--- src/dcache_pkg.sv ---
package dcache_pkg;

	// address fields, word addressed
	localparam int ADDR_W      = 16;
	localparam int WORD_W      = 16;
	localparam int OFFSET_W    = 2;   // four words per line
	localparam int INDEX_W     = 5;   // 32 sets
	localparam int TAG_W       = ADDR_W - INDEX_W - OFFSET_W;
	localparam int LINE_ADDR_W = TAG_W + INDEX_W;

	localparam int LINE_W = WORD_W << OFFSET_W;
	localparam int N_SETS = 1 << INDEX_W;

	// main memory timing
	localparam int MEM_LATENCY = 4;   // request accept to done pulse
	localparam int MEM_CNT_W   = $clog2(MEM_LATENCY + 1);

	// controller states
	localparam int ST_W = 2;
	localparam logic [ST_W-1:0] ST_IDLE   = 2'd0;
	localparam logic [ST_W-1:0] ST_WB     = 2'd1;   // dirty victim going out
	localparam logic [ST_W-1:0] ST_FILL   = 2'd2;   // requested line coming in
	localparam logic [ST_W-1:0] ST_SETTLE = 2'd3;   // one cycle after a store hit

	// one cache line, seen either as a flat vector for storage and memory
	// transfer or as words picked by the word offset
	// word 0 sits in the low bits
	typedef union packed {
		logic [LINE_W-1:0]                    flat;
		logic [2**OFFSET_W-1:0][WORD_W-1:0]  words;
	} line_t;

endpackage
--- src/dcache_ctrl.sv ---
module dcache_ctrl (
	input  logic                              clk,
	input  logic                              rst,
	input  logic                              i_re,
	input  logic                              i_we,
	input  logic [dcache_pkg::ADDR_W-1:0]      i_addr,
	input  logic [dcache_pkg::WORD_W-1:0]      i_wdata,
	input  logic                              i_hit,
	input  logic                              i_hit_way,
	input  dcache_pkg::line_t                 i_hit_line,
	input  logic                              i_victim_way,
	input  logic                              i_victim_valid,
	input  logic                              i_victim_dirty,
	input  logic [dcache_pkg::TAG_W-1:0]       i_victim_tag,
	input  dcache_pkg::line_t                 i_victim_line,
	input  dcache_pkg::line_t                 i_mem_rline,
	input  logic                              i_mem_done,
	output logic [dcache_pkg::WORD_W-1:0]      o_rdata,
	output logic                              o_hit,
	output logic [dcache_pkg::INDEX_W-1:0]     o_index,
	output logic [dcache_pkg::TAG_W-1:0]       o_tag,
	output logic                              o_fill_we,
	output logic                              o_fill_way,
	output dcache_pkg::line_t                 o_fill_line,
	output logic                              o_fill_dirty,
	output logic                              o_touch,
	output logic                              o_touch_way,
	output logic                              o_mem_rd,
	output logic                              o_mem_wr,
	output logic [dcache_pkg::LINE_ADDR_W-1:0] o_mem_addr,
	output dcache_pkg::line_t                 o_mem_wline
);
	import dcache_pkg::*;

	logic [ST_W-1:0]     state_q;
	logic [ST_W-1:0]     state_d;
	logic                req;
	logic [OFFSET_W-1:0] offset;
	logic [INDEX_W-1:0]  addr_index;
	logic [TAG_W-1:0]    addr_tag;
	line_t               merged;

	assign req        = i_re | i_we;
	assign offset     = i_addr[OFFSET_W-1:0];
	assign addr_index = i_addr[OFFSET_W +: INDEX_W];
	assign addr_tag   = i_addr[ADDR_W-1 -: TAG_W];

	assign o_index = addr_index;
	assign o_tag   = addr_tag;

	// word select, only meaningful on a read hit
	assign o_rdata = i_hit_line.words[offset];

	// store data replaces one word of the hit line
	always_comb begin
		merged = i_hit_line;
		merged.words[offset] = i_wdata;
	end

	// ready when idle and either nothing is asked or the line is here
	assign o_hit = (state_q == ST_IDLE) && (i_hit || !req);

	always_ff @(posedge clk) begin
		if (rst)
			state_q <= ST_IDLE;
		else
			state_q <= state_d;
	end

	always_comb begin
		state_d      = state_q;
		o_fill_we    = 1'b0;
		o_fill_way   = i_victim_way;
		o_fill_line  = i_mem_rline;
		o_fill_dirty = 1'b0;
		o_touch      = 1'b0;
		o_touch_way  = i_hit_way;
		o_mem_rd     = 1'b0;
		o_mem_wr     = 1'b0;
		o_mem_addr   = {addr_tag, addr_index};   // fill address
		o_mem_wline  = i_victim_line;

		case (state_q)
			ST_IDLE: begin
				if (req && i_hit) begin
					o_touch = 1'b1;
					if (i_we) begin
						// store hit writes the merged line back dirty
						o_fill_we    = 1'b1;
						o_fill_way   = i_hit_way;
						o_fill_line  = merged;
						o_fill_dirty = 1'b1;
						state_d      = ST_SETTLE;
					end
				end else if (req) begin
					if (i_victim_valid && i_victim_dirty)
						state_d = ST_WB;
					else
						state_d = ST_FILL;
				end
			end
			ST_WB: begin
				o_mem_wr   = 1'b1;
				o_mem_addr = {i_victim_tag, addr_index};   // victim's own line
				if (i_mem_done)
					state_d = ST_FILL;
			end
			ST_FILL: begin
				o_mem_rd = 1'b1;
				if (i_mem_done) begin
					// clean line into the victim way, access retries as a hit
					o_fill_we = 1'b1;
					state_d   = ST_IDLE;
				end
			end
			ST_SETTLE: begin
				state_d = ST_IDLE;
			end
			default: begin
				state_d = ST_IDLE;
			end
		endcase
	end

endmodule

--- config.mk ---
export PLATFORM = sky130hd
export DESIGN_NAME = dcache_ctrl
export DESIGN_NICKNAME = d
export VERILOG_FILES = /design/src/dcache_pkg.sv /design/src/dcache_ctrl.sv
export SDC_FILE = /design/constraint.sdc
export NUM_CORES = 1
export LEC_CHECK = 0
export ABC_CLOCK_PERIOD_IN_PS = 1800
export CAP_MARGIN = 20
export CORE_AREA = 10 10 156 158
export CTS_CLUSTER_DIAMETER = 40
export DETAILED_ROUTE_END_ITERATION = 10
export DIE_AREA = 0 0 166 168
export DONT_BUFFER_PORTS = 1
export GPL_TIMING_DRIVEN = 0
export PLACE_DENSITY = 0.34
export SLEW_MARGIN = 40
export SYNTH_ARGS = -nofsm -noshare
export SYNTH_HDL_FRONTEND = slang
export SYNTH_SLANG_ARGS = --single-unit
--- constraint.sdc ---
create_clock -name clk -period 1.8 [get_ports clk]
set_input_delay 0.09 -clock clk [delete_from_list [all_inputs] [get_ports clk]]
set_output_delay 0.09 -clock clk [all_outputs]
set_load 0.02 [all_outputs]
; Yosys cells after proc, flatten, opt, wreduce, memory -nomap -nowiden
; Index checks and enable logic that the tools add are counted.
[totals]
reg_bits = 2
wordCells = 47
[op_classes]
n_eq_ne = 7
n_reduce_logical = 8
n_bitwise = 1
muxes = 28
n_lt_le_gt_ge = 2
[ops]
columns = op, n
row1 = 64-bit 2-to-1 mux, 3
row2 = 64-bit bitwise mux, 1
row3 = 16-bit binary-select mux with 2-bit select, 1
row4 = 16-bit demux with 2-bit select, 1
row5 = 16-bit 2-to-1 mux, 2
row6 = 14-bit 2-to-1 mux, 1
row7 = 2-bit 2-to-1 mux, 6
row8 = 1-bit 2-to-1 mux, 11
row9 = 2-bit case mux with 4 select lines, 1
row10 = 2-bit == test (second input constant), 2
row11 = 1-bit logical AND, 4
row12 = 2-bit inequality test (second input constant), 2
row13 = 4-bit AND reduction, 1
row14 = 2-bit by 3-bit < comparator with 1-bit output (second input constant), 1
row15 = 3-bit by 2-bit inequality test with 1-bit output (second input constant), 1
row16 = 3-bit inequality test (second input constant), 1
row17 = 2-bit by 1-bit == test with 1-bit output (second input constant), 1
row18 = 2-bit by 1-bit >= comparator with 1-bit output (second input constant), 1
row19 = 2-bit zero test, 1
row20 = 1-bit case mux with 2 select lines, 1
row21 = 1-bit zero test, 1
row22 = 1-bit logical OR, 1
row23 = 1-bit OR, 1

; Depth between registers and ports, before layout
[logic_depth]
depth_word = 8
mapped_depth = 6
depth_no_buf = 3

; Least setup slack after synthesis
; OpenSTA, ideal clock, no wires.
[synth_timing]
path_kind = register to output
startpoint = reg state_q[1]
endpoint = out o_fill_line[0] (netlist bit)
path_buffers = 2
slack_ns = 0.396
t_arrival_ns = 1.314
path_stages_with_launch = 6
path_cell_list = dfxtp_1 -> nor4bb_1 -> buf_2 -> buf_2 -> nor2_1 -> a21oi_1
[synth_lines]
columns = item, line_no
row1 = "start, declared", dcache_ctrl.sv:35  ; logic [ST_W-1:0] state_q;
row2 = "start signal, assigned", dcache_ctrl.sv:67  ; state_q <= state_d;
row3 = "end, declared", dcache_ctrl.sv:24  ; output dcache_pkg::line_t o_fill_line,

==> impl_metrics.py <==
metrics = {
    "outcome": {
        "outcome": "finished, final reports clean",
    },
    "die": {
        "die_area_mm2": 0.0279,
        "placementRows": 54,
        "core_mm2": 0.0214,
        "die_w_um": 166,
        "pin_count": 423,
        "die-height_um": 168,
        "start_util_pct": 13.4,
    },
    "sta": {
        "whs_ns": 0.0276,
        "final_max_slew_viol_count": 0,
        "tns_ns": 0,
        "rsz0062_at_grt": "yes",
        "min_period_over_period_pct": 98.4,
        "skew_ns": 0.00183,
        "finalHoldViolCount": 0,
        "fin_crit_ns": 1.77,
        "max_slew_margin_pct": 66.8,
        "tightest_slew_ns": 0.497,
        "postLayoutSetupSlackWorst_ns": 0.0281,
        "finalSetupViolCount": 0,
        "fmax_ghz": 0.564,
    },
    "clock_network": {
        "path_clk_slew_ns": 0.03,
        "insertion_delay_ns": 0.22,
        "cts_tree": "done",
        "cts_root_buf": "clkbuf_16",
        "htreeDepth": 1,
        "hold_buffers": 0,
        "cts_num_sinks": 2,
        "clockBufferDepth": 2,
        "cts_made_buffers": 3,
    },
    "placement": {
        "numPortBuffers": 0,
        "dpl.hpwl_um": 16600,
        "place_ws_ns": -0.00608,
        "place_inst": 634,
        "place.gp.congestion": 0.783,
    },
    "power": {
        "max-vdd-ir-drop_mv": 0.613,
        "leakage_nw": 1.54,
        "internal-power_w": 0.000857,
        "p_per_area_mw_per_mm2": 497,
        "p_switching_w": 0.00105,
        "combPwrFrac_pct": 79.6,
        "p_seq_share_pct": 3.0,
        "pwr-share-clk_pct": 17.4,
        "switching_share_pct": 55.0,
    },
    "synthesis": {
        "syn_avg_cell_area_um2": 8.13,
        "yosys_warnings": 0,
        "synth-compound-area-share_pct": 17.0,
        "synth_top_area_share_pct": 23.2,
        "yosys.area.top_type": "buf_4",
        "synth_adder_area_share_pct": 0,
        "syn_area_mm2": 0.00288,
        "synthMuxAreaShare_pct": 39.1,
        "syn-num-nets": 597,
        "synth_area_leaders": "buf_4 (23%), mux2i_1 (22%), mux4_2 (10%)",
        "synth_top_family_by_area": "multiplexers",
        "syn_inst": 354,
        "ys_seq_elements": 2,
        "synth_xor_area_share_pct": 0,
        "synth_cell_types": 28,
        "yosys.area_share.simple_pct": 12.0,
        "ys_seq_area_share_pct": 1.39,
    },
    "run": {
        "max_cap_viol_count": 0,
    },
    "finish": {
        "top_register": "state_q",
        "ff_latch_area_um2": 45.0,
        "layout_common_cells": "buf_4 (94), mux2i_1 (64), nor2_1 (43)",
        "multiInputGateArea_mm2": 0.00234,
        "drive_gt1_share_pct": 64.9,
        "reg.largest.list": "state_q: 2 flops",
        "area_growth_pct": 33.2,
        "instances_no_fill": 642,
        "final_common_cell": "buf_4",
        "nFillCells": 2417,
        "layout.nets": 607,
        "largest_reg_flops": 2,
        "antennaDiodeCount": 0,
    },
    "drt": {
        "wl_um": 20100,
        "ant_nets": 0,
        "wl_per_cell_um": 31.3,
        "dr.pass1.iters": 4,
        "drc": 0,
        "vias_per_cell": 4.46,
        "vias": 2863,
        "drtIter0Drc": 116,
    },
    "global_routing": {
        "overflow": 0,
        "grt_pass1_vias": 3300,
        "grt_pass1_wl_um": 26200,
        "grt_usage_pct": 12.6,
        "antenna_found_initial": 0,
        "grt_start_max_net_pins": 11,
    },
    "worst_setup_path": {
        "rr_worst_depth": 3,
        "critPathCaptureType": "output port",
        "reg2reg_from": "state_q[1]",
        "worstSetupPathType": "reg2out",
        "crit_arrival_ns": 1.68,
        "critPathMaxFanout": 8,
        "cp_slowest_stage_delay_ns": 0.34,
        "timing.rr.end": "state_q[1]",
        "slowest_stage": "dfxtp_4",
        "start_kind": "flip-flop",
        "ff2ff_setup_slack_ns": 0.89,
        "critPathRequiredTime_ns": 1.71,
        "cp_cell_sequence": "nor4bb_2, buf_4, buf_12, clkbuf_16, nor2_1, a21oi_2",
    },
    "min_path": {
        "hold_class": "in2reg",
        "worstHoldPathCells": 2,
        "worstHoldEndpoint": "state_q[1]",
        "hp-start": "rst",
    },
}
==> synthesized netlist by cell type <==
cell type	n
nand2_1	2
nor2_8	1
buf_12	1
buf_4	89
o2bb2ai_1	1
nand2b_1	2
clkbuf_4	1
nor2b_1	3
a21oi_1	36
o21a_1	2
mux2_2	9
mux4_2	13
mux4_1	3
buf_6	7
a211o_1	1
nor2_1	68
a21oi_2	30
nor4bb_1	1
buf_8	4
a211oi_1	1
mux2i_1	64
a21o_1	1
nor2b_4	1
buf_2	8
dfxtp_1	2
nand2_2	1
inv_1	1
mux2_1	1
==> repair_timing <==
action / in CTS / in global routing
resized for setup: 45 / 56
setup buffers: 0 / 1
gates cloned: 0 / 4
endpoints found under the setup margin: 64 / 55
pin swaps: 1 / 1
==> worst max-delay path, delay by kind of cell, from the launching register on <==
kind	cells	cell delay (ns)
simple gates	2	0.31
compound gates	1	0.25
flops	1	0.34
buf+inv	3	0.55
==> power by group through the flow <==
stage	Combinational (W)	Sequential [W]	Clock [W]
finish	0.00152	0.0000568	0.000331
CTS	0.00142	0.0000574	0.000336
floorplan	0.00109	0.0000546	0
global route	0.00159	0.0000571	0.000349
detailed placement	0.00135	0.0000567	0
global placement	0.00135	0.0000564	0
==> how the worst max path moves through the flow <==
stage | startpoint | slack [ns] | endpoint
5_1_grt | state_q[1] | -0.04 | o_fill_line[20]
2_1_floorplan | state_q[1] | 0.40 | o_fill_line[0]
4_1_cts | state_q[0] | -0.06 | o_fill_line[34]
3_3_place_gp | state_q[1] | -0.04 | o_fill_line[47]
6_report | state_q[1] | 0.03 | o_fill_line[18]
3_5_place_dp | state_q[1] | -0.006 | o_fill_line[47]
==> area by class of cell <==
type	instances	share of cell area [%]
tap	280	9.14
multi-input combinational	241	61.1
clock buffer	3	1.96
buffer	110	23.8
sequential	2	1.17
inverter	1	0.0979
timing repair buffer	5	2.81
==> through the flow <==
stage	power [W]	util, %	instance area (um2)
after floorplan	0.00114	-	2880
final	0.00190	17.9	3830
after CTS	0.00181	16.3	3480
after detailed placement	0.00140	15.1	3230
after global placement	0.00141	15.1	3230
after global routing	0.00200	17.9	3830
==> kinds of logic (layout without fill, tap and decap cells) <==
group,after synthesis,in the layout
flip-flops,2,2
multiplexers,90,90
buffers and inverters,111,119
AO/OA/AOI/OAI,72,72
AND/OR/NAND/NOR,79,79
==> metal layers <==
| metal | share of wire (%) | vias up | GRT usage, % |
|---|---|---|---|
| li1 | - | 1180 | - |
| met1 | 36 | 1384 | 12.8 |
| met2 | 52 | 276 | 23.3 |
| met3 | 10 | 23 | 5.22 |
| met4 | 1.6 | 0 | 3.35 |
| met5 | 0 | - | 0 |
No activity file was read; power rests on OpenSTA's default activity.
